--- src/rtl/spi_master_pkg.sv ---
package spi_master_pkg;

  localparam int unsigned WORD_BITS   = 32;
  localparam int unsigned QUAD_LANES  = 4;
  localparam int unsigned CS_LINES    = 4;
  localparam int unsigned LEN_FIELD_W = 6;
  localparam int unsigned CLK_DIV_W   = 8;

  // Counts serial edges inside one host word
  localparam int unsigned WORD_CNT_W  = $clog2(WORD_BITS);

  typedef logic [WORD_BITS-1:0] word_t;
  typedef logic [15:0]          bit_count_t;

  typedef enum logic [1:0] {
    spi_std     = 2'b00,
    spi_quad_tx = 2'b01,
    spi_quad_rx = 2'b10
  } spi_mode_e;

  typedef enum logic [2:0] {
    st_idle,
    st_cmd,
    st_addr,
    st_dummy,
    st_data_tx,
    st_data_rx,
    st_wait_edge
  } ctrl_state_e;

  typedef enum logic [2:0] {
    src_none,
    src_empty,
    src_cmd,
    src_addr,
    src_fifo
  } tx_src_e;

endpackage

--- src/rtl/spi_master_tx.sv ---
`timescale 1ns/1ps

module spi_master_tx
  import spi_master_pkg::*;
(
  input  logic       clk,
  input  logic       rstn,
  input  logic       en,
  input  logic       tx_edge,
  input  logic       quad,
  input  bit_count_t counter_in,
  input  logic       counter_in_upd,
  input  word_t      data,
  input  logic       data_valid,
  output logic       data_ready,
  output logic       tx_done,
  output logic       clk_en,
  output logic       sdo0,
  output logic       sdo1,
  output logic       sdo2,
  output logic       sdo3
);

  word_t                 shift_q;
  bit_count_t            bit_cnt_q;
  bit_count_t            target_q;
  logic [WORD_CNT_W-1:0] word_cnt_q;
  logic [WORD_CNT_W-1:0] word_last;
  logic                  active_q;
  logic                  shift_now;
  logic                  last_edge;
  logic                  word_end;
  logic                  need_word;
  logic                  load;

  assign word_last = quad ? WORD_CNT_W'(WORD_BITS / QUAD_LANES - 1) : WORD_CNT_W'(WORD_BITS - 1);
  assign shift_now = active_q & tx_edge;
  assign last_edge = bit_cnt_q == target_q - 1'b1;
  assign word_end  = word_cnt_q == word_last;

  // The next word is taken at the falling edge that retires the current one
  assign need_word  = ~active_q | (shift_now & (last_edge | word_end));
  assign data_ready = en & need_word;
  assign load       = data_ready & data_valid;
  assign tx_done    = shift_now & last_edge;
  assign clk_en     = ~(en & need_word & ~data_valid);

  always_ff @(posedge clk or negedge rstn)
  begin
    if (!rstn)
    begin
      active_q   <= 1'b0;
      bit_cnt_q  <= '0;
      target_q   <= '0;
      word_cnt_q <= '0;
    end
    else
    begin
      // Lengths arrive in bits, the counters run in serial edges
      if (counter_in_upd)
      begin
        target_q  <= quad ? (counter_in >> $clog2(QUAD_LANES)) : counter_in;
        bit_cnt_q <= '0;
      end
      else if (shift_now)
        bit_cnt_q <= bit_cnt_q + 1'b1;

      if (load)
      begin
        active_q   <= 1'b1;
        word_cnt_q <= '0;
      end
      else if (shift_now)
      begin
        word_cnt_q <= word_cnt_q + 1'b1;
        if (last_edge || word_end)
          active_q <= 1'b0;
      end
    end
  end

  always_ff @(posedge clk)
  begin
    if (load)
      shift_q <= data;
    else if (shift_now)
      shift_q <= quad ? (shift_q << QUAD_LANES) : (shift_q << 1);
  end

  assign sdo3 = quad & shift_q[WORD_BITS-1];
  assign sdo2 = quad & shift_q[WORD_BITS-2];
  assign sdo1 = quad & shift_q[WORD_BITS-3];
  assign sdo0 = quad ? shift_q[WORD_BITS-4] : shift_q[WORD_BITS-1];

  // A quad phase shorter than one edge would never finish
  a_len_nonzero: assert property (@(posedge clk) disable iff (!rstn)
    counter_in_upd |-> (quad ? (counter_in >> $clog2(QUAD_LANES)) : counter_in) != '0);

endmodule

--- config.mk ---
export PLATFORM = sky130hd
export DESIGN_NAME = spi_master_tx
export DESIGN_NICKNAME = d
export VERILOG_FILES = /design/src/rtl/spi_master_pkg.sv /design/src/rtl/spi_master_tx.sv
export SDC_FILE = /design/constraint.sdc
export NUM_CORES = 1
export LEC_CHECK = 0
export BUFFER_PORTS_ARGS = -buffer_cell sky130_fd_sc_hd__buf_4
export CORE_MARGIN = 2
export CORE_UTILIZATION = 40
export CTS_BUF_LIST = sky130_fd_sc_hd__clkbuf_16
export DETAILED_ROUTE_END_ITERATION = 10
export HOLD_SLACK_MARGIN = 0.02
export RECOVER_POWER = 50
export SYNTH_ARGS = -nofsm -noshare
export SYNTH_HDL_FRONTEND = slang
export SYNTH_SLANG_ARGS = --single-unit
export TNS_END_PERCENT = 5
--- constraint.sdc ---
create_clock -name clk -period 3.3 [get_ports clk]
set_input_delay 0.165 -clock clk [delete_from_list [all_inputs] [get_ports clk]]
set_output_delay 0.165 -clock clk [all_outputs]
set_load 0.02 [all_outputs]
==> summary.txt <==
Clocking
  • CTS tree: done
  • Number of clock sinks: 70
  • Clk buf depth: 2
  • Clock root buffer: clkbuf_16
  • Clock latency at the later pin of the worst-skew pair: 0.34 ns
  • CTS H-tree depth: 3
  • Clock-pin slew on the worst setup and hold paths: 0.06 ns
  • CTS Buf Count: 9
  • Post-CTS Setup Repair Bufs: 0

Timing
  • Max_slew headroom: -0.361
  • Fmax: 315 MHz
  • Least-Margin Pin Slew: 2.04 ns
  • Final Worst Setup Slack: 0.122 ns
  • Final hold viol count: 0
  • Clock Skews: 0.0170 ns
  • RSZ-0062 raised after global routing: false
  • Fin crit period: 3.18 ns
  • Setup violators final: 0
  • Final TNS setup: 0 ns
  • Slew Limit Fails: 75
  • Final period utilization: 0.963

Power and ir drop
  • Leak: 2.15 nW
  • Power Density: 594 nW/µm²
  • Worst ir drop on vdd: 0.280 mV
  • Design Power: 3.14 mW

Critical path
  • CP max stage cell: or4_4
  • Critical path class: register to primary output
  • CP Max Fanout: 40
  • Buf+Inv Stages, Crit Path: 2
  • Worst-path cell chain: or4_4 > or3_4 > a211oi_2 > a311oi_2 > and3_4 > a31o_2 > buf_12 > and2_1 > buf_4
  • CP Launch Type: register
  • CP arrival: 3.01 ns
  • Delay of the slowest critical-path stage: 0.58 ns
  • Crit. End Element: primary output
  • WP data required: 3.13 ns
  • Delay-heaviest family, CP: simple AND/OR/NAND/NOR gates

Cells and area
  • Utilization after layout: 0.492
  • Diodes inserted: 0
  • Layout Cells excl Fill: 662
  • Area grow syn2layout: 20.6%
  • Nets: 575
  • Share of cells above drive strength 1: 0.238

Synth
  • Synthesized area per cell: 9.42 µm²
  • Mapped Area: 4380 µm²
  • Most area-hungry cell type in the Yosys netlist: edfxtp_1
  • Cells after synthesis: 465
  • Synth area leaders: edfxtp_1 22%, dfrtp_1 22%, nor2_1 11%, mux2_2 7.5%, a221oi_1 5.4%
  • Mapped Nets: 523
  • Library cells used by synthesis: 45
  • Sequential fraction of the synthesis area: 0.436
  • YS warnings: 0
  • Top cell type's share of synthesized area: 0.219
  • Synthesized flop and latch total: 70

Detailed routing
  • Starting DRT DRC Count: 208
  • DR vias: 3565
  • Via density: 5.39
  • Drt total wl: 10500 µm
  • Drt wl/cell: 15.8 µm
  • DRC: 0
  • Antenna-violating nets left: 0
  • TritonRoute pass-1 iters: 4

Floorplanning
  • I/O pin cnt: 62
  • Die ar.: 11800 µm²
  • Die H: 109 µm
  • Core Area: 10700 µm²
  • Die X: 109 µm
  • Row cnt: 38
  • Initial Utilization: 0.408

GRT
  • Largest net degree at the start of global routing: 49
  • First-pass GRT wire length: 17300 µm
  • Initial antenna violation count: 0
  • Vias in the first global route: 3507
  • Grt total ovfl: 0
  • GRT Total Usage: 0.188

Run
  • Max_cap viols: 2

Place
  • Pre-CTS WS: 0.362 ns
  • Post-DP HPWL: 7130 µm
  • RePlAce Congestion: 0.873
  • Cell count after placement: 645
  • Port Buf Inserts: 61

Hold path
  • Hold Crit Class: input port to register

Outcome
  • Failing checks: capacitance limit, slew limit
  • Status: complete, but fails checks
## flip-flops by register name (all words and copies together), names as in the netlist
register    count
shift_q        32
bit_cnt_q      16
target_q       16
word_cnt_q      5
active_q        1
## logic make-up (layout without fill, tap and decap cells)
| logic type | after synthesis | in the layout | share of synthesized area |
|---|---|---|---|
| and+or+nand+nor | 202 | 202 | 0.213 |
| DFF | 70 | 70 | 0.436 |
| AOI/OAI and AO/OA | 67 | 67 | 0.111 |
| muxes | 45 | 45 | 0.111 |
| xor gates and xnor gates | 41 | 41 | 0.0820 |
| buffers and inverters | 37 | 94 | 0.0380 |
| adders and majority gates | 3 | 3 | 0.00857 |
## timing repair
item                                    4_1_cts  5_1_grt
endpoints found under the hold margin        38        0
hold buffers                                  1        0
endpoints found under the setup margin        0        2
resized for setup                             0        5
## worst min-delay path: stages
cell      delay (ns)
buf_4           0.08
nand3b_1        0.06
o21ai_0         0.07
## layer usage
layer,GRT usage,vias up,routed length (µm)
li1,-,1752,-
met1,0.256,1701,4870
met2,0.303,103,4970
met3,0.0442,9,520
met4,0.0504,0,108
met5,0,-,0
## metrics by stage
step	cell area [µm²]	hold WS [ns]
CTS	5270	0.0815
finish	5280	0.0878
floorplan	4380	-0.131
global placement	4950	0.165
detailed placement	4950	0.165
global route	5280	0.0917
## report_power, final
part / internal, mW / total [mW] / switching [mW]
clock: 0.593 / 0.991 / 0.398
combinational: 0.406 / 0.858 / 0.452
sequential: 1.15 / 1.29 / 0.136
## cells in the mapped netlist (all sizes together)
master	count
or4	1
edfxtp	32
xor2	16
and4	2
nor4	2
o21ai	5
mux2i	16
a211oi	1
o22ai	1
nor3	7
nand3	11
ha	3
inv	8
nor2	124
a221oi	28
buf	8
dfrtp	38
nor3b	1
and2	13
o2bb2ai	1
a221o	3
a21oi	22
nand2b	1
a31oi	1
clkbuf	21
or3	3
a41oi	1
xnor2	25
o31ai	1
nor4b	1
a21o	1
and3	9
nand4	4
a31o	1
nand3b	5
nand2	17
a311oi	1
mux2	29
and4b	1
## final cells by class
cell class                 instances  area [µm²]
fill                            1044        5460
multi-input combinational        358        2330
sequential                        70        1910
timing repair buffer              70         529
clock buffer                       9         225
tap                              140         175
clock inverter                     7        78.8
inverter                           8        30.0
## cell usage in the layout, fill, tap and decap left out, types with 2 or more instances in the layout
cell,instances
nand3_1,11
and2_1,9
inv_1,8
clkinvlp_4,3
nand3b_1,5
a221oi_1,27
and4_1,2
clkbuf_16,9
nor2_1,124
mux2_2,29
and2_0,4
buf_4,65
nor3_2,2
nand4_1,4
nand2_1,17
xnor2_1,25
a221o_1,3
o21ai_0,3
inv_6,3
a21oi_1,22
ha_1,3
edfxtp_1,32
or3_1,2
and3_1,8
nor3_1,5
dfrtp_1,38
mux2i_1,16
clkbuf_1,3
xor2_1,16
## final timing paths
path | from | end | slack [ns] | cells past startpoint
worst max-delay path | target_q[1] | data_ready | 0.12 | 9
max in group asynchronous | rstn | bit_cnt_q[11] | 1.17 | 2
worst min-delay path | counter_in[15] | target_q[15] | 0.09 | 3
min in group asynchronous | rstn | target_q[4] | 0.96 | 2
worst max register to register | target_q[1] | shift_q[1] | 0.36 | 8
worst min register to register | target_q[15] | target_q[15] | 0.57 | 2
Power figures use the tool's default switching activity.
