## src/rtl/spi_master_pkg.sv

```systemverilog
package spi_master_pkg;

  localparam int unsigned WORD_BITS   = 32;
  localparam int unsigned QUAD_LANES  = 4;
  localparam int unsigned CS_LINES    = 4;
  localparam int unsigned LEN_FIELD_W = 6;
  localparam int unsigned CLK_DIV_W   = 8;

  // Counts serial edges inside one host word
  localparam int unsigned WORD_CNT_W  = $clog2(WORD_BITS);

  typedef logic [WORD_BITS-1:0] word_t;
  typedef logic [15:0]          bit_count_t;

  typedef enum logic [1:0] {
    spi_std     = 2'b00,
    spi_quad_tx = 2'b01,
    spi_quad_rx = 2'b10
  } spi_mode_e;

  typedef enum logic [2:0] {
    st_idle,
    st_cmd,
    st_addr,
    st_dummy,
    st_data_tx,
    st_data_rx,
    st_wait_edge
  } ctrl_state_e;

  typedef enum logic [2:0] {
    src_none,
    src_empty,
    src_cmd,
    src_addr,
    src_fifo
  } tx_src_e;

endpackage

```

## src/rtl/spi_master_clkgen.sv

```systemverilog
`timescale 1ns/1ps

module spi_master_clkgen
  import spi_master_pkg::*;
(
  input  logic                 clk,
  input  logic                 rstn,
  input  logic                 en,
  input  logic [CLK_DIV_W-1:0] clk_div,
  input  logic                 clk_div_valid,
  output logic                 spi_clk,
  output logic                 spi_rise,
  output logic                 spi_fall
);

  logic [CLK_DIV_W-1:0] div_q;
  logic [CLK_DIV_W-1:0] count_q;
  logic                 running_q;
  logic                 active;
  logic                 tick;
  logic                 hit;

  // A high clock always finishes its half period, a low clock only rises when enabled
  assign active   = en | spi_clk;
  assign tick     = running_q & active;
  assign hit      = count_q == div_q;
  assign spi_rise = tick & hit & ~spi_clk;
  assign spi_fall = tick & hit & spi_clk;

  always_ff @(posedge clk or negedge rstn)
  begin
    if (!rstn)
    begin
      div_q     <= '0;
      count_q   <= '0;
      running_q <= 1'b0;
      spi_clk   <= 1'b0;
    end
    else
    begin
      running_q <= active;
      if (clk_div_valid)
      begin
        div_q   <= clk_div;
        count_q <= '0;
      end
      else if (!tick || hit)
        count_q <= '0;
      else
        count_q <= count_q + 1'b1;
      if (tick && hit)
        spi_clk <= ~spi_clk;
    end
  end

  a_half_period: assert property (@(posedge clk) disable iff (!rstn)
    (spi_rise || spi_fall) && div_q != '0 && !clk_div_valid |=> !(spi_rise || spi_fall));

endmodule

```

## config.mk

```make
export PLATFORM = sky130hd
export DESIGN_NAME = spi_master_clkgen
export DESIGN_NICKNAME = d
export VERILOG_FILES = /design/src/rtl/spi_master_pkg.sv /design/src/rtl/spi_master_clkgen.sv
export SDC_FILE = /design/constraint.sdc
export NUM_CORES = 1
export LEC_CHECK = 0
export ABC_AREA = 1
export BUFFER_PORTS_ARGS = -buffer_cell sky130_fd_sc_hd__buf_2
export CAP_MARGIN = 20
export CORE_AREA = 2 2 46 48
export DETAILED_ROUTE_END_ITERATION = 8
export DIE_AREA = 0 0 48 50
export PLACE_DENSITY = 0.8
export SYNTH_ARGS = -nofsm -noshare
export SYNTH_HDL_FRONTEND = slang
export SYNTH_SLANG_ARGS = --single-unit
```

## constraint.sdc

```tcl
create_clock -name clk -period 1.4 [get_ports clk]
set_input_delay 0.28 -clock clk [delete_from_list [all_inputs] [get_ports clk]]
set_output_delay 0.28 -clock clk [all_outputs]
set_load 0.02 [all_outputs]
```

==> results of run 1 <==
[power by group through the flow]
stage	sequential [uW]	combinational (uW)	clock [uW]
4_1_cts	587	259	262
2_1_floorplan	606	124	0
5_1_grt	596	324	296
3_3_place_gp	593	223	0
6_report	593	292	268
3_5_place_dp	595	230	0
[layer usage]
layer | GRT usage, % | wire length (um)
met5 | 0 | 0
met4 | 14.0 | 116
met3 | 3.30 | 108
met2 | 41.3 | 1510
met1 | 26.1 | 1200
[stage by stage]
step | cells | hold WS [ns] | setup WS, ns
floorplan | 137 | -0.0156 | 0.0160
global placement | 185 | 0.227 | -0.0359
detailed placement | 185 | 0.235 | -0.0534
CTS | 204 | 0.190 | -0.341
global route | 207 | 0.191 | -0.593
finish | 207 | 0.188 | -0.467
[worst min-delay path, stage by stage]
cell,delay (ns)
buf_2,0.07
nand2_1,0.04
o21ai_0,0.06
[flip-flops by register name, summed over array words and instances (netlist names)]
signal / flops
div_q: 8
running_q: 1
count_q: 8
spi_clk: 1
[cells in the mapped netlist]
master / count / area [um^2]
nor2_1: 18 / 67.6
or2_2: 1 / 6.26
nand3_1: 5 / 25.0
ha_1: 1 / 12.5
clkbuf_1: 1 / 3.75
dfrtp_1: 18 / 450
o21ai_0: 8 / 40.0
nor2_2: 1 / 6.26
xnor2_1: 2 / 17.5
inv_1: 22 / 82.6
o21ai_4: 1 / 16.3
inv_2: 2 / 7.51
xor2_1: 5 / 43.8
nand2_1: 52 / 195
[timing repair]
action | CTS | global route
endpoints found under the hold margin | 18 | 0
endpoints found under the setup margin | 2 | 11
hold buffers | 1 | 0
resized for setup | 15 | 8
gates cloned | 0 | 0
setup buffers | 15 | 3
pin swaps | 11 | 9
[layout make-up]
class	count	area, um^2	share of cell area, %
multi-input cells	94	463	33.8
flip-flops and latches	18	450	32.9
repair buffers	41	310	22.6
inverters	24	90.1	6.58
well taps	27	33.8	2.47
clock buffers	3	22.5	1.64
[logic make-up (layout without fill, tap and decap cells)]
logic type               after synthesis  count (layout)  synth area share (%)
flip-flops                            18              18                  46.2
adder cells (fa/ha/maj)                1               1                  1.28
buffers and inverters                 25              68                  9.63
AND/OR/NAND/NOR                       77              77                  30.8
XOR/XNOR                               7               7                  6.29
AO/OA/AOI/OAI                          9               9                  5.78
[worst max-delay path by stage]
| stage | endpoint | slack, ns | from |
|---|---|---|---|
| finish | spi_rise | -0.47 | count_q[7]$_DFF_PN0_ |
| global route | spi_rise | -0.59 | div_q[7]$_DFFE_PN0P_ |
| CTS | spi_rise | -0.34 | count_q[4]$_DFF_PN0_ |
| detailed placement | spi_rise | -0.05 | count_q[4]$_DFF_PN0_ |
| global placement | spi_rise | -0.04 | count_q[4]$_DFF_PN0_ |
| floorplan | spi_fall | 0.02 | spi_clk$_DFFE_PN0N_ |
==> impl_metrics.ini, run 1 <==
[setup_path]
startpoint_type = register
crit_buf_inv = 3
crit_path_end_kind = primary output
cp_max_fo = 4
required_ns = 1.12
cpMaxStageDelayCell = dfrtp_1
crit_arrival_ns = 1.59
max_stage_delay_ns = 0.46
rr_endpoint = spi_clk$_DFFE_PN0N_
worst_path_most_repeated_cell = nand2_1
r2r_setup_slack_ns = -0.33
crit_chain = inv_1, nand2_1, nand2_1, nor2_1, nand2_1, nor2_1, nand3_1, inv_1, buf_6
r2r-start = count_q[7]$_DFF_PN0_
critPathKind = reg -> out
cpLargestDelayFamily = simple AND/OR/NAND/NOR gates
reg2reg_depth = 13
path_depth = 9

[placed_design]
portBuffers = 14
gp_congestion = 0.755
place_hpwl_mm = 1.44
dpl-instance-area_um2 = 1130

[global_routing]
grt_pass1_wl_mm = 3.95
grt_max_degree = 19
grt_pass1_vias = 983
grt_overflow = 0
antenna_found_initial = 0
track_usage_pct = 24.0

[route]
routed_wirelength_mm = 2.93
drtPass1Iterations = 4
antenna_left = 0
num_vias = 1044
drt_iter0_drc = 30
drc = 0
wl_per_cell_um = 14.2
vias_per_cell = 5.04

[sta]
worst_slew_pin_slew_ns = 0.433
hold_violations = 0
slew_viol_final = 0
setup_violations = 11
postLayoutSetupSlackWorst_ns = -0.467
rsz0062_at_grt = true
finClkSkew_ns = 0.00219
fmax_mhz = 536
fin_crit_sh_pct = 133
slew_headroom_pct = 71.1
period_minus_slack_ns = 1.87
setup_tns_ns = -2.41

[finish]
areaGrowthSynthToFinish_pct = 40.6
drive_gt1_share_pct = 32.8
final_cell_mix = 48 x nand2_1, 20 x inv_1, 20 x buf_4
n_antenna_cell = 0
final_util_pct = 72.0
nFillCells = 120
final_common_cell = nand2_1
nNetsFinal = 195
finalInstanceArea_um2 = 1370

[synth]
synth_cells = 137
synth_seq_cells = 18
netlist_area_um2 = 975
ys_warn_count = 0
synth_fp_nets = 150
ys_seq_area_share_pct = 46.2
syn_avg_cell_area_um2 = 7.11
synth.lib_cells_used.distinct = 14

[run_status]
violations = negative setup slack
status = complete, but fails checks

[min_path]
whs_path_depth = 3
hold-path-endpoint = div_q[6]$_DFFE_PN0P_
min-delay-start = clk_div[6]
hold_class = in -> reg

[clocking]
clkLatencyLatePin_ns = 0.30
clock_sinks = 18
cts_max_path_buffers = 2
cts_tree = built
clk_pin_slew_worst_paths_ns = 0.10
cts_buffers = 3
root_buffer = clkbuf_4
htree_num_levels = 1

[floorplan]
io_pins = 15
die_y_um = 50
rows = 16
die_x_um = 48
core_um2 = 1900
start_util_pct = 51.3
dieArea_um2 = 2400

[power_and_ir_drop]
clkPwrFrac_pct = 23.3
pwr-share-seq_pct = 51.4
p_int_uw = 775
peakVddDrop_uv = 556
p_leak_uw = 0.000723
switching_share_pct = 32.8
p_switching_uw = 378
pwr-share-comb_pct = 25.3
report.power.total_uw = 1150
pwr_density_cell_nw_per_um2 = 842

[job]
drv_cap = 0
Note: power is estimated with default switching activity, not from simulation.
==> run 2, diff against run 1 <==
- TNS_END_PERCENT: unset -> 50
==> run 2 against run 1 <==
The run still ends with negative setup slack left. Combinational power down 11%. Global-route usage down 2.6 points. Non-clock buffer count down 4. Largest cell class is now sequential cells. Total power down 4.4%.
==> impl_metrics.ini, run 2 (synthesis results as in run 1) <==
[placed_design]
portBuffers = 14
gp_congestion = 0.755
place_ws_ns = -0.0534
place_hpwl_mm = 1.44
dpl-instance-area_um2 = 1130

[sta]
fmax_mhz = 568
hold-worst-slack_ns = 0.196
slew_viol_final = 0
setup_violations = 11
worst_slew_pin_slew_ns = 0.397
slew_headroom_pct = 73.5
finClkSkew_ns = 0.00335
postLayoutSetupSlackWorst_ns = -0.359
fin_crit_sh_pct = 126
rsz0062_at_grt = true
setup_tns_ns = -1.80
period_minus_slack_ns = 1.76
hold_violations = 0

[finish]
areaGrowthSynthToFinish_pct = 34.8
nNetsFinal = 191
drive_gt1_share_pct = 29.5
final_common_cell = nand2_1
n_antenna_cell = 0
final_cell_mix = 48 x nand2_1, 20 x inv_1, 19 x buf_4
top_regs = count_q: 8 flops, div_q: 8 flops
finalInstanceArea_um2 = 1310
nFillCells = 136

[global_routing]
track_usage_pct = 21.4
grt_max_degree = 19
grt_overflow = 0
grt_pass1_wl_mm = 3.57
antenna_found_initial = 0
grt_pass1_vias = 910

[clocking]
clkLatencyLatePin_ns = 0.29
clock_sinks = 18
root_buffer = clkbuf_4
cts_max_path_buffers = 2
cts_buffers = 3
clk_pin_slew_worst_paths_ns = 0.10
htree_num_levels = 1
cts_tree = built

[setup_path]
cp_max_fo = 4
worst_path_most_repeated_cell = buf_6
crit_buf_inv = 7
cpLargestDelayFamily = buffers and inverters
critPathKind = reg -> reg
crit_path_end_kind = register
startpoint_type = register
max_stage_delay_ns = 0.40
required_ns = 1.63
crit_chain = inv_2, nand2_1, nand2_1, nor2_1, nand2_1, nor2_1, nand3_1, buf_4, buf_4, buf_6, buf_6, buf_6, buf_6, nand2_2
crit_arrival_ns = 1.99
cpMaxStageDelayCell = dfrtp_1

[run_status]
status = complete, but fails checks
violations = negative setup slack

[floorplan]
die_x_um = 48
io_pins = 15
dieArea_um2 = 2400
die_y_um = 50
core_um2 = 1900
start_util_pct = 51.3
rows = 16

[power_and_ir_drop]
p_leak_uw = 0.000699
pwr_density_cell_nw_per_um2 = 839
peakVddDrop_uv = 511

[route]
drc = 0
antenna_left = 0
drtPass1Iterations = 4
vias_per_cell = 4.72
num_vias = 959
drt_iter0_drc = 23
wl_per_cell_um = 11.2
routed_wirelength_mm = 2.27

[job]
drv_cap = 0

[min_path]
hold_class = in -> reg
[run 2: repair_timing]
| action | CTS | global route |
|---|---|---|
| hold buffers | 1 | 0 |
| endpoints found under the setup margin | 2 | 11 |
| gates resized for setup | 11 | 5 |
| pin swaps | 8 | 10 |
| hold endpoints to repair | 18 | 0 |
| buffers inserted | 9 | 5 |
[run 2: layout make-up]
cell class,count,area (um^2),share of cell area (%)
inverter,24,90.1,6.86
sequential,18,450,34.3
timing repair buffer,37,269,20.5
clock buffer,3,22.5,1.71
multi-input combinational,94,448,34.1
tap,27,33.8,2.57
[run 2: metal layers]
metal	up-vias	track usage (%)	routed length, um
met3	6	3.30	47
met5	-	0	0
met1	439	24.2	1020
li1	487	-	-
met4	0	12.2	63
met2	27	35.8	1130
[run 2: worst reg2reg max path: stages (launching register included)]
cell and delay, ns:
dfrtp_1 0.40, inv_2 0.06, nand2_1 0.06, nand2_1 0.05, nor2_1 0.11, nand2_1 0.08
nor2_1 0.12, nand3_1 0.11, buf_4 0.15, buf_4 0.12, buf_6 0.10, buf_6 0.10
buf_6 0.10, buf_6 0.10, nand2_2 0.04
[run 2: power by group]
part | internal [uW] | switching, uW
Sequential | 560 | 31.0
Combinational | 108 | 153
Clock | 100 | 150
Total | 768 | 335
[run 2: path summary, 6_finish.rpt]
path	slack, ns	cells past startpoint	startpoint	end
max in group asynchronous	0.67	2	rstn	spi_clk$_DFFE_PN0N_
max reg2reg	-0.36	14	count_q[5]$_DFF_PN0_	spi_clk$_DFFE_PN0N_
min reg2reg	0.55	1	spi_clk$_DFFE_PN0N_	running_q$_DFF_PN0_
min in group asynchronous	0.45	2	rstn	div_q[6]$_DFFE_PN0P_
max	-0.36	14	count_q[5]$_DFF_PN0_	spi_clk$_DFFE_PN0N_
min	0.20	3	clk_div[6]	div_q[6]$_DFFE_PN0P_
[run 2: through the flow]
step           utilization, %  instances  total power, uW
3_5_place_dp             59.7        185              825
2_1_floorplan               -        137              730
3_3_place_gp             59.7        185              816
4_1_cts                  66.6        198             1100
6_report                 69.1        203             1100
5_1_grt                  69.1        203             1180
