[config.mk]
export PLATFORM = sky130hd
export DESIGN_NAME = spi_master_ctrl
export DESIGN_NICKNAME = d
export VERILOG_FILES = /design/src/rtl/spi_master_pkg.sv /design/src/rtl/spi_master_ctrl.sv
export SDC_FILE = /design/constraint.sdc
export NUM_CORES = 1
export LEC_CHECK = 0
export BUFFER_PORTS_ARGS = -buffer_cell sky130_fd_sc_hd__buf_4
export CELL_PAD_IN_SITES_DETAIL_PLACEMENT = 1
export CELL_PAD_IN_SITES_GLOBAL_PLACEMENT = 2
export CORE_MARGIN = 10
export CORE_UTILIZATION = 27
export DETAILED_ROUTE_END_ITERATION = 8
export GPL_TIMING_DRIVEN = 0
export PLACE_DENSITY_LB_ADDON = 0.1
export SETUP_SLACK_MARGIN = 0.05
export SLEW_MARGIN = 20
export SYNTH_ARGS = -nofsm -noshare
export SYNTH_HDL_FRONTEND = slang
export SYNTH_SLANG_ARGS = --single-unit
export TNS_END_PERCENT = 100
[constraint.sdc]
create_clock -name clk -period 8.9 [get_ports clk]
set_input_delay 1.78 -clock clk [delete_from_list [all_inputs] [get_ports clk]]
set_output_delay 1.78 -clock clk [all_outputs]
set_load 0.005 [all_outputs]
[src/rtl/spi_master_pkg.sv]
package spi_master_pkg;

  localparam int unsigned WORD_BITS   = 32;
  localparam int unsigned QUAD_LANES  = 4;
  localparam int unsigned CS_LINES    = 4;
  localparam int unsigned LEN_FIELD_W = 6;
  localparam int unsigned CLK_DIV_W   = 8;

  // Counts serial edges inside one host word
  localparam int unsigned WORD_CNT_W  = $clog2(WORD_BITS);

  typedef logic [WORD_BITS-1:0] word_t;
  typedef logic [15:0]          bit_count_t;

  typedef enum logic [1:0] {
    spi_std     = 2'b00,
    spi_quad_tx = 2'b01,
    spi_quad_rx = 2'b10
  } spi_mode_e;

  typedef enum logic [2:0] {
    st_idle,
    st_cmd,
    st_addr,
    st_dummy,
    st_data_tx,
    st_data_rx,
    st_wait_edge
  } ctrl_state_e;

  typedef enum logic [2:0] {
    src_none,
    src_empty,
    src_cmd,
    src_addr,
    src_fifo
  } tx_src_e;

endpackage

[src/rtl/spi_master_ctrl.sv]
`timescale 1ns/1ps

module spi_master_ctrl
  import spi_master_pkg::*;
(
  input  logic                   clk,
  input  logic                   rstn,
  input  logic                   rd,
  input  logic                   wr,
  input  logic                   qrd,
  input  logic                   qwr,
  input  word_t                  cmd,
  input  logic [LEN_FIELD_W-1:0] cmd_len,
  input  word_t                  addr,
  input  logic [LEN_FIELD_W-1:0] addr_len,
  input  bit_count_t             data_len,
  input  bit_count_t             dummy_rd,
  input  bit_count_t             dummy_wr,
  input  logic [CS_LINES-1:0]    csreg,
  input  word_t                  host_tx_data,
  input  logic                   host_tx_valid,
  input  logic                   spi_fall,
  input  logic                   tx_done,
  input  logic                   tx_data_ready,
  input  logic                   tx_clk_en,
  input  logic                   rx_done,
  input  logic                   rx_clk_en,
  output logic                   eot,
  output logic                   host_tx_ready,
  output logic                   clk_en,
  output logic                   tx_en,
  output logic                   rx_en,
  output bit_count_t             counter_tx,
  output logic                   counter_tx_upd,
  output bit_count_t             counter_rx,
  output logic                   counter_rx_upd,
  output word_t                  tx_data,
  output logic                   tx_data_valid,
  output logic                   quad,
  output spi_mode_e              mode,
  output logic                   csn0,
  output logic                   csn1,
  output logic                   csn2,
  output logic                   csn3
);

  ctrl_state_e state_q;
  ctrl_state_e state_next;
  ctrl_state_e phase;
  ctrl_state_e after_dummy;
  ctrl_state_e after_addr;
  ctrl_state_e after_cmd;
  ctrl_state_e after_start;
  tx_src_e     tx_src;
  spi_mode_e   mode_next;
  logic        quad_q;
  logic        rd_q;
  logic        rd_dir;
  logic        start;
  logic        launch;
  logic        xfer;
  bit_count_t  dummy_len;
  bit_count_t  dummy_bits;
  word_t       cmd_aligned;
  word_t       addr_aligned;

  assign start  = (state_q == st_idle) & (rd | wr | qrd | qwr);
  assign quad   = (state_q == st_idle) ? (qrd | qwr) : quad_q;
  assign rd_dir = (state_q == st_idle) ? (rd | qrd) : rd_q;

  assign dummy_len  = rd_dir ? dummy_rd : dummy_wr;
  assign dummy_bits = quad ? (dummy_len << $clog2(QUAD_LANES)) : dummy_len;

  // Command and address come in right-aligned and leave from their top bit
  assign cmd_aligned  = cmd << (WORD_BITS - cmd_len);
  assign addr_aligned = addr << (WORD_BITS - addr_len);

  // Empty phases are skipped
  always_comb
  begin
    if (data_len == '0)
      after_dummy = st_idle;
    else if (rd_dir)
      after_dummy = st_data_rx;
    else
      after_dummy = st_data_tx;
    after_addr  = (dummy_len != '0) ? st_dummy : after_dummy;
    after_cmd   = (addr_len != '0) ? st_addr : after_addr;
    after_start = (cmd_len != '0) ? st_cmd : after_cmd;
  end

  always_comb
  begin
    state_next = state_q;
    launch     = 1'b0;
    eot        = 1'b0;
    case (state_q)
      st_idle:
      begin
        launch     = start;
        state_next = start ? after_start : st_idle;
      end
      st_cmd:
      begin
        launch     = tx_done;
        state_next = tx_done ? after_cmd : st_cmd;
      end
      st_addr:
      begin
        launch     = tx_done;
        state_next = tx_done ? after_addr : st_addr;
      end
      st_dummy:
      begin
        launch     = tx_done;
        state_next = tx_done ? after_dummy : st_dummy;
      end
      st_data_tx:
      begin
        launch     = tx_done;
        state_next = tx_done ? st_idle : st_data_tx;
      end
      st_data_rx:
        state_next = rx_done ? st_wait_edge : st_data_rx;
      st_wait_edge:
      begin
        // Let the last high phase of the serial clock finish
        eot        = spi_fall;
        state_next = spi_fall ? st_idle : st_wait_edge;
      end
      default:
        state_next = st_idle;
    endcase
    if (launch && state_next == st_idle)
      eot = 1'b1;
  end

  // A new phase is set up in the same cycle its predecessor ends
  assign phase = launch ? state_next : state_q;

  always_comb
  begin
    tx_src     = src_none;
    counter_tx = '0;
    mode_next  = spi_quad_rx;
    case (phase)
      st_cmd:
      begin
        tx_src     = src_cmd;
        counter_tx = bit_count_t'(cmd_len);
        mode_next  = quad ? spi_quad_tx : spi_std;
      end
      st_addr:
      begin
        tx_src     = src_addr;
        counter_tx = bit_count_t'(addr_len);
        mode_next  = quad ? spi_quad_tx : spi_std;
      end
      st_dummy:
      begin
        tx_src     = src_empty;
        counter_tx = dummy_bits;
        mode_next  = quad ? spi_quad_rx : spi_std;
      end
      st_data_tx:
      begin
        tx_src     = src_fifo;
        counter_tx = data_len;
        mode_next  = quad ? spi_quad_tx : spi_std;
      end
      st_data_rx, st_wait_edge:
        mode_next = quad ? spi_quad_rx : spi_std;
      default:
        mode_next = spi_quad_rx;
    endcase
  end

  assign tx_en          = tx_src != src_none;
  assign rx_en          = phase == st_data_rx;
  assign counter_tx_upd = launch & tx_en;
  assign counter_rx_upd = launch & rx_en;
  assign counter_rx     = data_len;

  always_comb
  begin
    tx_data       = '0;
    tx_data_valid = 1'b0;
    host_tx_ready = 1'b0;
    case (tx_src)
      src_empty:
        tx_data_valid = 1'b1;
      src_cmd:
      begin
        tx_data       = cmd_aligned;
        tx_data_valid = 1'b1;
      end
      src_addr:
      begin
        tx_data       = addr_aligned;
        tx_data_valid = 1'b1;
      end
      src_fifo:
      begin
        tx_data       = host_tx_data;
        tx_data_valid = host_tx_valid;
        host_tx_ready = tx_data_ready;
      end
      default:
        tx_data_valid = 1'b0;
    endcase
  end

  always_comb
  begin
    case (state_q)
      st_idle:      clk_en = start;
      st_data_tx:   clk_en = tx_clk_en;
      st_data_rx:   clk_en = rx_clk_en;
      st_wait_edge: clk_en = 1'b0;
      default:      clk_en = 1'b1;
    endcase
  end

  always_ff @(posedge clk or negedge rstn)
  begin
    if (!rstn)
    begin
      state_q <= st_idle;
      quad_q  <= 1'b0;
      rd_q    <= 1'b0;
      mode    <= spi_quad_rx;
    end
    else
    begin
      state_q <= state_next;
      mode    <= mode_next;
      if (start)
      begin
        quad_q <= quad;
        rd_q   <= rd_dir;
      end
    end
  end

  assign xfer = start | (state_q != st_idle);
  assign csn0 = ~(csreg[0] & xfer);
  assign csn1 = ~(csreg[1] & xfer);
  assign csn2 = ~(csreg[2] & xfer);
  assign csn3 = ~(csreg[3] & xfer);

  a_eot_pulse: assert property (@(posedge clk) disable iff (!rstn) eot |=> !eot);

endmodule

==> reports/results.ini <==
[global_routing]
grt_usage = 0.2131
grt_pass1_wl_mm = 44.42
gr-max-usage-layer = met2
use_met3 = 0.02879
grt_pass1_vias = 7385
globalRouteOverflowTotal = 0
antenna_found_initial = 0
grt_use_met2 = 0.3994
grt_use_met1 = 0.2556
grt_start_max_net_pins = 11

[run_status]
status = complete, no violations

[critical_path]
cp_data_arrival_time_ps = 6570
startpoint_type = input port
reg2reg_slack_ps = 5790
ff2ff_path_depth = 10
required_ps = 7120
worstSetupPathType = in2out
r2r_start = state_q[1]$_DFF_PN0_
crit_chain = clkbuf_1 -> buf_2 -> buf_1 -> inv_1 -> ha_1 -> clkbuf_1 -> clkbuf_1 -> clkbuf_1 -> a21oi_1 -> a2bb2oi_1 -> mux2i_1 -> a22o_1 -> a22oi_1 -> nand2_1 -> buf_4
crit_path_frequent_cell = clkbuf_1
worstPathMaxFanout = 10
path_delay_family = buffers and inverters
r2r-end = mode[1]$_DFF_PN1_
slowest_delay_ps = 570
cp_slowest_cell = buf_1
cp-end-kind = primary output
path_buf_inv = 8

[timing]
grt_setup_unrepaired = false
fin_ws_ps = 547.1
tightest_slew_ps = 932.3
finalSetupViolCount = 0
clock_skew_ps = 1.999
period_share = 0.9385
slew_headroom = 0.3763
timing.fmax_mhz = 119.7
final-max-slew-violation-count = 0
fin_crit_ps = 8353
tns_ps = 0
hold_violations = 0

[placement]
hpwl_mm = 25.54
place_congestion = 0.9020
portBuffers = 247
place_ws_ps = 516.6
dp_cells = 1266
detailed_place.area_mm2 = 0.007472

[yosys]
synth_flop_cell = dfrtp_1
syn_area_mm2 = 0.005286
synth_edf_count = 0
synth_cell_type_count = 66
synth_seq_area_share = 0.03337
syn_avg_cell_area_um2 = 7.011
yosys.area.top_type = mux2i_1
synth_cells = 754
synth_top_area_share = 0.1288
synthArstFlopShare = 1.000
synth_area_leaders = mux2i_1 13%, mux4_2 11%, nand2_1 9.2%, o21ai_0 6.0%, a22oi_1 6.0%
ys_warn_count = 0
ys_ff_latch = 7
synth_fp_nets = 929

[clocking]
path_clk_slew_ps = 40
cts_root_buf = clkbuf_16
cts_hold_repair.buffers = 0
tritoncts = built
h-tree-depth = 1
cts_inserted_buffers = 3
ctsResizeCount = 0
cts.sinks = 7
clk_latency_ps = 230
clockBufferDepth = 2
cts_setup_buffers = 0

[power_and_ir_drop]
power_density_mw_per_mm2 = 208.2
cellLeakagePower_uw = 0.003274
ir_drop_mv = 0.09869

[worst_hold_path]
min_path_cells = 1
hp-start = quad_q$_DFFE_PN0P_
worstHoldEndpoint = quad_q$_DFFE_PN0P_
worstHoldPathType = reg2reg

[drt]
drtIter0Drc = 344
routed_via_density = 5.551
drtAntennaViolNets = 0
dr.pass1.iters = 6
wire_per_inst_um = 23.02
vias = 7050
drc = 0
wl_mm = 29.23

[die]
die_w_um = 159.9
die_h_um = 159.9
core_mm2 = 0.01933
row_count = 51
io-pin-count = 252
start_util = 0.2734
die-area_mm2 = 0.02558

[finish]
nNetsFinal = 1181
instances_no_fill = 1270
final_layout_size_suffix_gt1_frac = 0.3383
n_antenna_cell = 0
fillers = 2516
fin_area_mm2 = 0.007552
synthToLayoutAreaGrowth_pct = 42.86
final_util = 0.3906

[run]
drv_cap = 0

## per-layer routing
layer  vias up  share of wire
met2       200           0.52
met1      3443           0.42
met3        22          0.044
met4         0          0.013
li1       3385              -
met5         -              0
## report_power, final
group	leakage [µW]	switching (µW)	internal, µW
sequential	0.0000821	12.2	50.8
combinational	0.00315	801	631
clock	0.0000409	18.0	59.0
## through the flow
stage | power, µW | hold slack (ps)
2_1_floorplan | 877.7 | 449.8
3_3_place_gp | 1491 | 460.2
3_5_place_dp | 1497 | 479.4
4_1_cts | 1581 | 488.6
5_1_grt | 1702 | 511.2
6_report | 1572 | 481.1
## cells by family (layout without fill, tap and decap cells)
| group | count (synthesis) | count (layout) | share of synthesized area |
|---|---|---|---|
| xor gates and xnor gates | 14 | 14 | 0.02320 |
| adders and majority gates | 2 | 2 | 0.004733 |
| DFF | 7 | 7 | 0.03337 |
| muxes | 114 | 114 | 0.2821 |
| and+or+nand+nor | 274 | 274 | 0.2473 |
| AOI/OAI and AO/OA | 253 | 253 | 0.3252 |
| buffers and inverters | 90 | 341 | 0.08402 |
## cells in the mapped netlist, drive strengths merged, types with 10 or more instances
cell type,number
clkbuf,47
mux4,26
a22oi,42
o22ai,17
nand2,130
nor4,13
nor2b,10
inv,10
buf,33
a21oi,37
mux2,20
mux2i,68
nor3,15
a32o,10
nor2,49
o211ai,12
o21ai,64
nand3,18
a22o,15
## flip-flops by register name, summed over array words and instances, names as in the netlist
signal	cells
state_q	3
mode	2
quad_q	1
rd_q	1
## area by class of cell
cell class / instances / area [µm²] / share of cell area
multi-input cells: 657 / 4666 / 0.6178
repair buffers: 247 / 1854 / 0.2455
plain buffers: 80 / 406.6 / 0.05384
well taps: 265 / 331.6 / 0.04390
flip-flops and latches: 7 / 176.4 / 0.02336
clock buffers: 3 / 75.07 / 0.009940
inverters: 10 / 37.54 / 0.004970
clock inverters: 1 / 5.005 / 0.0006627
## layout by cell type, fill, tap and decap left out, types with 17 or more instances in the layout
cell type and instances:
buf_4 263, nand2_1 129, mux2i_1 68, o21ai_0 63, nor2_1 49, clkbuf_1 47
a22oi_1 42, a21oi_1 37, mux4_2 26, mux2_2 20, o22ai_1 17, nand3_1 17
## worst max-delay path by stage
stage | cells after the start | startpoint | endpoint
floorplan | 15 | cmd_len[0] | tx_data[28]
global route | 15 | cmd_len[0] | tx_data[22]
global placement | 15 | cmd_len[0] | tx_data[20]
CTS | 15 | cmd_len[0] | tx_data[22]
finish | 15 | cmd_len[0] | tx_data[22]
detailed placement | 15 | cmd_len[0] | tx_data[22]
No activity file was read; power rests on OpenSTA's default activity.
