**src/rtl/spi_master_pkg.sv**
```systemverilog
package spi_master_pkg;

  localparam int unsigned WORD_BITS   = 32;
  localparam int unsigned QUAD_LANES  = 4;
  localparam int unsigned CS_LINES    = 4;
  localparam int unsigned LEN_FIELD_W = 6;
  localparam int unsigned CLK_DIV_W   = 8;

  // Counts serial edges inside one host word
  localparam int unsigned WORD_CNT_W  = $clog2(WORD_BITS);

  typedef logic [WORD_BITS-1:0] word_t;
  typedef logic [15:0]          bit_count_t;

  typedef enum logic [1:0] {
    spi_std     = 2'b00,
    spi_quad_tx = 2'b01,
    spi_quad_rx = 2'b10
  } spi_mode_e;

  typedef enum logic [2:0] {
    st_idle,
    st_cmd,
    st_addr,
    st_dummy,
    st_data_tx,
    st_data_rx,
    st_wait_edge
  } ctrl_state_e;

  typedef enum logic [2:0] {
    src_none,
    src_empty,
    src_cmd,
    src_addr,
    src_fifo
  } tx_src_e;

endpackage

```
**src/rtl/spi_master_rx.sv**
```systemverilog
`timescale 1ns/1ps

module spi_master_rx
  import spi_master_pkg::*;
(
  input  logic       clk,
  input  logic       rstn,
  input  logic       en,
  input  logic       rx_edge,
  input  logic       quad,
  input  bit_count_t counter_in,
  input  logic       counter_in_upd,
  input  logic       sdi0,
  input  logic       sdi1,
  input  logic       sdi2,
  input  logic       sdi3,
  input  logic       data_ready,
  output word_t      data,
  output logic       data_valid,
  output logic       rx_done,
  output logic       clk_en
);

  word_t                 shift_q;
  word_t                 shift_in;
  bit_count_t            bit_cnt_q;
  bit_count_t            target_q;
  logic [WORD_CNT_W-1:0] word_cnt_q;
  logic [WORD_CNT_W-1:0] word_last;
  logic                  active_q;
  logic                  sample;
  logic                  last_edge;
  logic                  word_end;
  logic                  word_out;

  assign word_last = quad ? WORD_CNT_W'(WORD_BITS / QUAD_LANES - 1) : WORD_CNT_W'(WORD_BITS - 1);
  assign sample    = en & active_q & rx_edge;
  assign last_edge = bit_cnt_q == target_q - 1'b1;
  assign word_end  = word_cnt_q == word_last;
  assign word_out  = sample & (word_end | last_edge);
  assign rx_done   = sample & last_edge;

  assign shift_in = quad ? {shift_q[WORD_BITS-QUAD_LANES-1:0], sdi3, sdi2, sdi1, sdi0}
                         : {shift_q[WORD_BITS-2:0], sdi0};

  // Hold the serial clock low until the host has taken the pending word
  assign clk_en = ~(data_valid & ~data_ready);

  always_ff @(posedge clk or negedge rstn)
  begin
    if (!rstn)
    begin
      active_q   <= 1'b0;
      bit_cnt_q  <= '0;
      target_q   <= '0;
      word_cnt_q <= '0;
      data_valid <= 1'b0;
    end
    else
    begin
      if (counter_in_upd)
      begin
        target_q   <= quad ? (counter_in >> $clog2(QUAD_LANES)) : counter_in;
        bit_cnt_q  <= '0;
        word_cnt_q <= '0;
        active_q   <= 1'b1;
      end
      else if (sample)
      begin
        bit_cnt_q  <= bit_cnt_q + 1'b1;
        word_cnt_q <= word_end ? '0 : word_cnt_q + 1'b1;
        if (last_edge)
          active_q <= 1'b0;
      end

      if (word_out)
        data_valid <= 1'b1;
      else if (data_ready)
        data_valid <= 1'b0;
    end
  end

  // The shifter restarts from zero so a short final word comes out right-aligned
  always_ff @(posedge clk)
  begin
    if (counter_in_upd)
      shift_q <= '0;
    else if (sample)
      shift_q <= word_out ? '0 : shift_in;
    if (word_out)
      data <= shift_in;
  end

  a_data_hold: assert property (@(posedge clk) disable iff (!rstn)
    data_valid && !data_ready |=> data_valid && $stable(data));

endmodule

```
**config.mk**
```make
export PLATFORM = sky130hd
export DESIGN_NAME = spi_master_rx
export DESIGN_NICKNAME = d
export VERILOG_FILES = /design/src/rtl/spi_master_pkg.sv /design/src/rtl/spi_master_rx.sv
export SDC_FILE = /design/constraint.sdc
export NUM_CORES = 1
export LEC_CHECK = 0
export BUFFER_PORTS_ARGS = -buffer_cell sky130_fd_sc_hd__buf_4
export CAP_MARGIN = 20
export CELL_PAD_IN_SITES_DETAIL_PLACEMENT = 1
export CELL_PAD_IN_SITES_GLOBAL_PLACEMENT = 1
export CORE_MARGIN = 2
export CORE_UTILIZATION = 39
export DETAILED_ROUTE_END_ITERATION = 10
export PLACE_DENSITY_LB_ADDON = 0.1
export SKIP_LAST_GASP = 1
export SYNTH_ARGS = -nofsm -noshare
export SYNTH_HDL_FRONTEND = slang
export SYNTH_SLANG_ARGS = --single-unit
```
**constraint.sdc**
```tcl
create_clock -name clk -period 4.18 [get_ports clk]
set_clock_uncertainty 0.2 [all_clocks]
set_input_delay 0.836 -clock clk [delete_from_list [all_inputs] [get_ports clk]]
set_output_delay 0.836 -clock clk [all_outputs]
set_load 0.02 [all_outputs]
```
==> results of run 1 <==
## worst paths after layout
kind	start	endpoint	depth (start not counted)
max	target_q[9]$_DFFE_PN0P_	rx_done	7
min	rstn	word_cnt_q[4]$_DFFE_PN0P_	1
max reg2reg	target_q[9]$_DFFE_PN0P_	data[14]$_DFFE_PP_	7
min reg2reg	shift_q[29]$_SDFFE_PP0P_	shift_q[29]$_SDFFE_PP0P_	2
max in group asynchronous	rstn	target_q[5]$_DFFE_PN0P_	1
min in group clk	shift_q[29]$_SDFFE_PP0P_	shift_q[29]$_SDFFE_PP0P_	2
## power breakdown
part | internal [uW] | total [uW] | switching, uW
clock network | 468 | 837 | 368
logic | 68.8 | 161 | 92.0
registers | 1040 | 1070 | 31.1
## critical path, stage by stage (launching register included)
cell,delay [ps]
dfrtp_1,420
or4_1,560
or4_1,420
a2111o_1,450
a21oi_2,180
nand4_1,220
inv_1,110
buf_4,140
## layout make-up
class	count	area share, %
inverter	39	2.56
clock inverter	4	0.964
timing repair buffer	65	8.55
clock buffer	12	4.14
sequential	102	44.8
tap	168	3.68
multi-input combinational	306	35.3
## registers in the layout (all words and copies together) (netlist names)
register and count:
active_q 1, data 32, word_cnt_q 5, target_q 16, data_valid 1, shift_q 31
bit_cnt_q 16
## routing by layer
metal / share of wire [%] / wire [um]
met1: 46 / 5120
met2: 50 / 5560
met3: 3.2 / 358
met4: 1.0 / 116
met5: 0 / 0
## per-stage QoR
stage	cells	total power (uW)	area, um^2
after floorplan	472	1190	4830
after global placement	680	1250	5420
after detailed placement	680	1250	5420
after CTS	696	2100	5710
after global routing	696	2150	5710
final	696	2070	5710
## cell usage in the layout (no fill, tap or decap), types with 2 or more instances in the layout
cell type / instances
clkbuf_1: 3
or3_1: 8
xor2_1: 14
nand3b_1: 5
inv_1: 39
nand2b_1: 3
buf_4: 65
nor3_1: 4
nor3b_1: 2
clkbuf_16: 9
or4_1: 2
dfrtp_1: 39
and2_1: 3
o21ai_0: 23
o21ai_2: 20
ha_1: 3
o31ai_1: 2
and4_1: 4
a31oi_1: 2
nand2_1: 49
edfxtp_1: 32
a21oi_1: 25
nor2b_1: 2
a41oi_1: 3
xnor2_1: 14
nor2_1: 35
nand3_1: 9
nand4_1: 8
dfxtp_1: 31
mux2i_1: 44
## cell families after synthesis
logic type / count (synthesis) / synth area share, %
AND/OR/NAND/NOR: 143 / 14.6
adder cells (fa/ha/maj): 3 / 0.776
multiplexers: 45 / 9.34
AO/OA/AOI/OAI: 87 / 11.9
flip-flops: 102 / 52.9
buffers and inverters: 64 / 5.46
XOR/XNOR: 28 / 5.07
==> results.sh, run 1 <==
export IMPL_yosysWarnings=0
export IMPL_leakage_uw=0.00250
export IMPL_clockBufferDepth=2
export IMPL_syn_to_final_growth_pct=18.1
export IMPL_fin_crit_sh_pct=92.9
export IMPL_drv_cap=0
export IMPL_drt_wl_total_um=11200
export IMPL_drive_gt1_share_pct=20.1
export IMPL_synthCells=472
export IMPL_antenna_found_initial=0
export IMPL_yosysMostFrequentCell="nand2_1"
export IMPL_ys_flop_type="dfrtp_1"
export IMPL_cts_setup_buffers=0
export IMPL_use_met1_pct=21.9
export IMPL_ant_nets=0
export IMPL_rows=40
export IMPL_cts_tree="yes"
export IMPL_postCtsHoldBufs=0
export IMPL_drc=0
export IMPL_synth_area_leader_cell="dfrtp_1"
export IMPL_setup_tns_ps=0
export IMPL_worst_slew_pin_slew_ps=764
export IMPL_rsz0062_at_grt="false"
export IMPL_cellPowerDensity_nw_per_um2=362
export IMPL_io_buffers=61
export IMPL_viasPerCell=5.05
export IMPL_peakVddDrop_mv=0.273
export IMPL_path_max_fanout=5
export IMPL_critical_path_class="register to output pin"
export IMPL_fp_dieH_um=115
export IMPL_first_pass_iters=4
export IMPL_hp_class="input pin to asynchronous set/reset pin"
export IMPL_clkLatencyLatePin_ps=350
export IMPL_setup_viol=0
export IMPL_h_tree_depth=3
export IMPL_synth_area_top_cells="dfrtp_1 20%, edfxtp_1 20%, dfxtp_1 13%"
export IMPL_max_freq_mhz=258
export IMPL_grt_use_met3_pct=5.32
export IMPL_fin_util_pct=47.3
export IMPL_crit_required_ps=3140
export IMPL_core_um2=12100
export IMPL_die_width_um=115
export IMPL_cts_sinks=102
export IMPL_reg2reg_slack_ps=840
export IMPL_grt_pass1_wl_um=18400
export IMPL_dp_hpwl_um=7710
export IMPL_seq_area_um2=2560
export IMPL_wl_per_cell_um=16.0
export IMPL_synth_top_area_share_pct=20.2
export IMPL_crit_arrival_ps=2850
export IMPL_cts_resized=0
export IMPL_ys_async_sr_fraction_pct=38.2
export IMPL_grtUsageMet2_pct=30.8
export IMPL_first_global_vias=3684
export IMPL_cp_start_kind="register"
export IMPL_avgSynthCellArea_um2=10.2
export IMPL_synth_cell_types=52
export IMPL_io_pins=62
export IMPL_min_period_ps=3880
export IMPL_syn_cell_area_um2=4830
export IMPL_synth_common_cells="49 x nand2_1, 44 x mux2i_1, 39 x dfrtp_1, 39 x inv_1, 36 x nor2_1"
export IMPL_slew_headroom_pct=49.1
export IMPL_final_hold_viol_count=0
export IMPL_pre_cts_ws_ps=678
export IMPL_dieArea_um2=13300
export IMPL_insertedDiodeCount=0
export IMPL_grt_max_degree=57
export IMPL_path_clk_slew_ps=70
export IMPL_setup_worst_path_end_class="output pin"
export IMPL_slew_violations=0
export IMPL_worst_slack_ps=299
export IMPL_ctsRootBufferMaster="clkbuf_16"
export IMPL_whs_ps=252
export IMPL_cts_buffers=9
export IMPL_vias=3518
export IMPL_fin_nets=553
export IMPL_gp_congestion=0.843
export IMPL_synth_seq_area_share_pct=52.9
export IMPL_syn_num_nets=502
export IMPL_multi_input_area_um2=2020
export IMPL_nFillCells=1348
export IMPL_synth_edf_count=32
export IMPL_overflow=0
export IMPL_top_usage_layer="met2"
export IMPL_synth_seq_cells=102
export IMPL_grt_usage_pct=17.9
export IMPL_start_util_pct=40.1
export IMPL_status="completed"
export IMPL_drt_iter0_markers=108
(Power assumes the default switching activity.)
==> inputs of run 2 (changes only) <==
==> constraint.sdc (replaced) <==
create_clock -name clk -period 4.18 [get_ports clk]
set_clock_uncertainty 0.2 [all_clocks]
set_input_delay 0.836 -clock clk [delete_from_list [all_inputs] [get_ports clk]]
set_output_delay 0.836 -clock clk [all_outputs]
set_load 0.01 [all_outputs]
==> results.sh, run 2 (same netlist as run 1, synthesis figures left out) <==
export IMPL_status="completed"
export IMPL_wl_met1_um=5040
export IMPL_antenna_found_initial=0
export IMPL_dr_wl_met3_um=354
export IMPL_ant_nets=0
export IMPL_largest_reg_flops=32
export IMPL_fp_dieH_um=115
export IMPL_postCtsHoldBufs=0
export IMPL_final_common_cell="buf_4"
export IMPL_setup_viol=0
export IMPL_slew_headroom_pct=49.3
export IMPL_cts_resized=0
export IMPL_die_width_um=115
export IMPL_rsz0062_at_grt="false"
export IMPL_drive_gt1_share_pct=20.3
export IMPL_cp_start_kind="register"
export IMPL_vias=3542
export IMPL_dieArea_um2=13300
export IMPL_layout_common_cells="65 x buf_4, 49 x nand2_1, 44 x mux2i_1"
export IMPL_rows=40
export IMPL_cellPowerDensity_nw_per_um2=365
export IMPL_design_area_um2=5720
export IMPL_syn_to_final_growth_pct=18.3
export IMPL_fin_crit_sh_pct=92.0
export IMPL_wl_per_cell_um=16.1
export IMPL_leakage_uw=0.00251
export IMPL_fin_nets=553
export IMPL_gp_congestion=0.866
export IMPL_pre_cts_ws_ps=717
export IMPL_dp_hpwl_um=7850
export IMPL_core_um2=12100
export IMPL_drt_iter0_markers=159
export IMPL_worst_slack_ps=332
export IMPL_crit_arrival_ps=2810
export IMPL_top_register="data"
export IMPL_grt_max_degree=57
export IMPL_worst_slew_pin_slew_ps=760
export IMPL_hp_class="input pin to asynchronous set/reset pin"
export IMPL_setup_tns_ps=0
export IMPL_largestRegisters="data: 32 flops, shift_q: 31 flops"
export IMPL_io_pins=62
export IMPL_start_util_pct=40.1
export IMPL_path_clk_slew_ps=70
export IMPL_setup_worst_path_end_class="output pin"
export IMPL_route_met2_wl_um=5730
export IMPL_overflow=0
export IMPL_final_hold_viol_count=0
export IMPL_first_pass_iters=4
export IMPL_grt_usage_pct=18.1
export IMPL_critical_path_class="register to output pin"
export IMPL_first_global_vias=3723
export IMPL_min_period_ps=3850
export IMPL_io_buffers=61
export IMPL_clockBufferDepth=2
export IMPL_drv_cap=0
export IMPL_clkLatencyLatePin_ps=350
export IMPL_drc=0
export IMPL_cts_setup_buffers=0
export IMPL_cts_tree="yes"
export IMPL_ctsRootBufferMaster="clkbuf_16"
export IMPL_placed_area_um2=5420
export IMPL_path_max_fanout=5
export IMPL_slew_violations=0
export IMPL_maxUsedRoutingLayer="met4"
export IMPL_drt_wl_total_um=11200
export IMPL_crit_required_ps=3140
export IMPL_peakVddDrop_mv=0.293
export IMPL_insertedDiodeCount=0
export IMPL_viasPerCell=5.09
export IMPL_h_tree_depth=3
export IMPL_cts_sinks=102
export IMPL_max_freq_mhz=260
export IMPL_grt_pass1_wl_um=18700
export IMPL_cts_buffers=9
==> run 2: changes by cell type in the layout (fill, tap and decap cells not counted), sizes merged <==
| cell | before | now |
|---|---|---|
| clkinv | 1 | 2 |
| clkinvlp | 1 | 0 |
==> run 2: where the power goes <==
part / internal (uW) / switching [uW] / total (uW)
registers: 1040 / 31.4 / 1070
clock network: 486 / 372 / 857
logic: 68.7 / 89.5 / 158
==> run 2: per-stage QoR <==
step / instances / utilization (%) / hold WS (ps) / total power (uW)
3_3_place_gp: 680 / 44.9 / 241 / 1250
2_1_floorplan: 472 / - / 221 / 1190
4_1_cts: 696 / 47.4 / 265 / 2120
6_report: 696 / 47.4 / 244 / 2090
3_5_place_dp: 680 / 44.9 / 266 / 1250
5_1_grt: 696 / 47.4 / 283 / 2180
==> run 2: worst max-delay path, stage by stage, from the launching register on <==
cell and delay, ps:
dfrtp_1 430, or4_1 580, or4_1 420, a2111o_1 430, a21oi_2 170, nand4_1 210, inv_1 110, buf_4 120
==> run 2: final timing paths <==
kind / startpoint / endpoint / slack, ps / depth (start not counted)
worst min-delay path: rstn / word_cnt_q[3]$_DFFE_PN0P_ / 240 / 1
worst max register to register: target_q[9]$_DFFE_PN0P_ / data[14]$_DFFE_PP_ / 840 / 7
max in group asynchronous: rstn / data_valid$_DFFE_PN0P_ / 3160 / 1
worst max-delay path: target_q[9]$_DFFE_PN0P_ / rx_done / 330 / 7
min in group clk: shift_q[30]$_SDFFE_PP0P_ / shift_q[30]$_SDFFE_PP0P_ / 270 / 2
worst min register to register: shift_q[30]$_SDFFE_PP0P_ / shift_q[30]$_SDFFE_PP0P_ / 270 / 2
==> run 2: final cells by class <==
class	instances	area (um^2)
repair buffers	65	488
flip-flops and latches	102	2560
clock buffers	12	246
multi-input cells	306	2020
fillers	1352	6340
clock inverters	4	56.3
inverters	39	146
well taps	168	210
==> run 2: routing by layer <==
layer	track usage (%)	up-vias
met4	4.10	0
met1	22.3	1760
met2	31.2	35
li1	-	1737
met5	0	-
met3	5.54	10
==> inputs of run 3 (changes only) <==
--- a/config.mk
+++ b/config.mk
@@ -11,6 +11,7 @@
 export CELL_PAD_IN_SITES_GLOBAL_PLACEMENT = 1
 export CORE_MARGIN = 2
 export CORE_UTILIZATION = 39
+export CTS_BUF_LIST = sky130_fd_sc_hd__clkbuf_4
 export DETAILED_ROUTE_END_ITERATION = 10
 export PLACE_DENSITY_LB_ADDON = 0.1
 export SKIP_LAST_GASP = 1
==> results.sh, run 3 (same netlist as run 1, synthesis figures left out) <==
export IMPL_pre_cts_ws_ps=717
export IMPL_slew_violations=0
export IMPL_cpPeakStageDelay_ps=570
export IMPL_cellPowerDensity_nw_per_um2=317
export IMPL_drc=0
export IMPL_setup_viol=0
export IMPL_h_tree_depth=3
export IMPL_cts_resized=0
export IMPL_fp_dieH_um=115
export IMPL_overflow=0
export IMPL_layout_common_cells="65 x buf_4, 49 x nand2_1, 44 x mux2i_1"
export IMPL_viasPerCell=5.05
export IMPL_start_util_pct=40.1
export IMPL_first_pass_iters=4
export IMPL_gp_congestion=0.866
export IMPL_io_buffers=61
export IMPL_postCtsHoldBufs=0
export IMPL_cpMostUsedCell="or4_1"
export IMPL_path_max_fanout=5
export IMPL_status="completed"
export IMPL_cts_setup_buffers=0
export IMPL_cp_start_kind="register"
export IMPL_cts_buffers=9
export IMPL_slew_headroom_pct=49.9
export IMPL_crit_arrival_ps=2940
export IMPL_antenna_found_initial=0
export IMPL_fin_util_pct=46.1
export IMPL_ctsRootBufferMaster="clkbuf_4"
export IMPL_grt_pass1_wl_um=18500
export IMPL_rsz0062_at_grt="false"
export IMPL_dp_hpwl_um=7850
export IMPL_drt_wl_total_um=11000
export IMPL_insertedDiodeCount=0
export IMPL_critPathTopFamily="simple AND/OR/NAND/NOR gates"
export IMPL_grt_max_degree=57
export IMPL_die_width_um=115
export IMPL_io_pins=62
export IMPL_largest_reg_flops=32
export IMPL_drive_gt1_share_pct=20.5
export IMPL_leakage_uw=0.00244
export IMPL_setup_tns_ps=0
export IMPL_crit_chain="or4_1 > or4_1 > a2111o_1 > a21oi_2 > nand4_1 > inv_1 > buf_4"
export IMPL_worst_slack_ps=200
export IMPL_syn_to_final_growth_pct=15.0
export IMPL_first_global_vias=3679
export IMPL_dp_cells=680
export IMPL_min_period_ps=3980
export IMPL_ant_nets=0
export IMPL_worst_slew_pin_slew_ps=752
export IMPL_whs_ps=107
export IMPL_fin_crit_sh_pct=95.2
export IMPL_final_hold_viol_count=0
export IMPL_peakVddDrop_mv=0.260
export IMPL_cts_tree="yes"
export IMPL_clockBufferDepth=2
export IMPL_critPathBufInv=2
export IMPL_hp_class="input pin to asynchronous set/reset pin"
export IMPL_drt_iter0_markers=159
export IMPL_drv_cap=0
export IMPL_cts_sinks=102
export IMPL_slowest_stage="or4_1"
export IMPL_vias=3517
export IMPL_final_common_cell="buf_4"
export IMPL_clkLatencyLatePin_ps=480
export IMPL_fin_nets=553
export IMPL_dieArea_um2=13300
export IMPL_wl_per_cell_um=15.8
export IMPL_core_um2=12100
export IMPL_path_clk_slew_ps=150
export IMPL_critical_path_class="register to output pin"
export IMPL_largestRegisters="data: 32 flops, shift_q: 31 flops"
export IMPL_max_freq_mhz=251
export IMPL_rows=40
export IMPL_final_cells=696
export IMPL_setup_worst_path_end_class="output pin"
export IMPL_grt_usage_pct=17.9
export IMPL_crit_required_ps=3140
export IMPL_top_register="data"
[run 3: changes by cell type in the layout (fill, tap and decap cells not counted), sizes merged]
cell / delta
clkbuf: -1
clkinv: +1
[run 3: per-stage QoR]
stage,total power [uW],cell area (um^2)
final,1770,5560
after global routing,1850,5560
after CTS,1800,5560
after detailed placement,1250,5420
after global placement,1250,5420
after floorplan,1190,4830
[run 3: path summary, 6_finish.rpt]
kind / cells past startpoint / end / from / slack, ps
max: 7 / rx_done / target_q[9]$_DFFE_PN0P_ / 200
min: 1 / word_cnt_q[1]$_DFFE_PN0P_ / rstn / 110
min reg2reg: 2 / shift_q[29]$_SDFFE_PP0P_ / shift_q[29]$_SDFFE_PP0P_ / 280
min in group clk: 2 / shift_q[29]$_SDFFE_PP0P_ / shift_q[29]$_SDFFE_PP0P_ / 280
max reg2reg: 7 / data[14]$_DFFE_PP_ / target_q[9]$_DFFE_PN0P_ / 850
max in group asynchronous: 1 / target_q[4]$_DFFE_PN0P_ / rstn / 3320
[run 3: cell type report]
cell class / instances / area (um^2)
clock inverter: 5 / 60.1
tap: 168 / 210
clock buffer: 11 / 82.6
multi-input combinational: 306 / 2020
sequential: 102 / 2560
timing repair buffer: 65 / 488
fill: 1358 / 6500
inverter: 39 / 146
[run 3: power by group]
part	switching, uW	leakage, uW	total (uW)	internal (uW)
Clock	337	0.0000791	535	199
Combinational	89.3	0.00134	158	68.7
Sequential	30.7	0.00102	1070	1040
[run 3: per-layer routing]
| layer | up-vias | part of all wire, % | track usage, % |
|---|---|---|---|
| li1 | 1738 | - | - |
| met1 | 1732 | 45 | 22.5 |
| met2 | 39 | 51 | 30.2 |
| met3 | 8 | 3.6 | 5.38 |
| met4 | 0 | 1.0 | 4.58 |
| met5 | - | 0 | 0 |
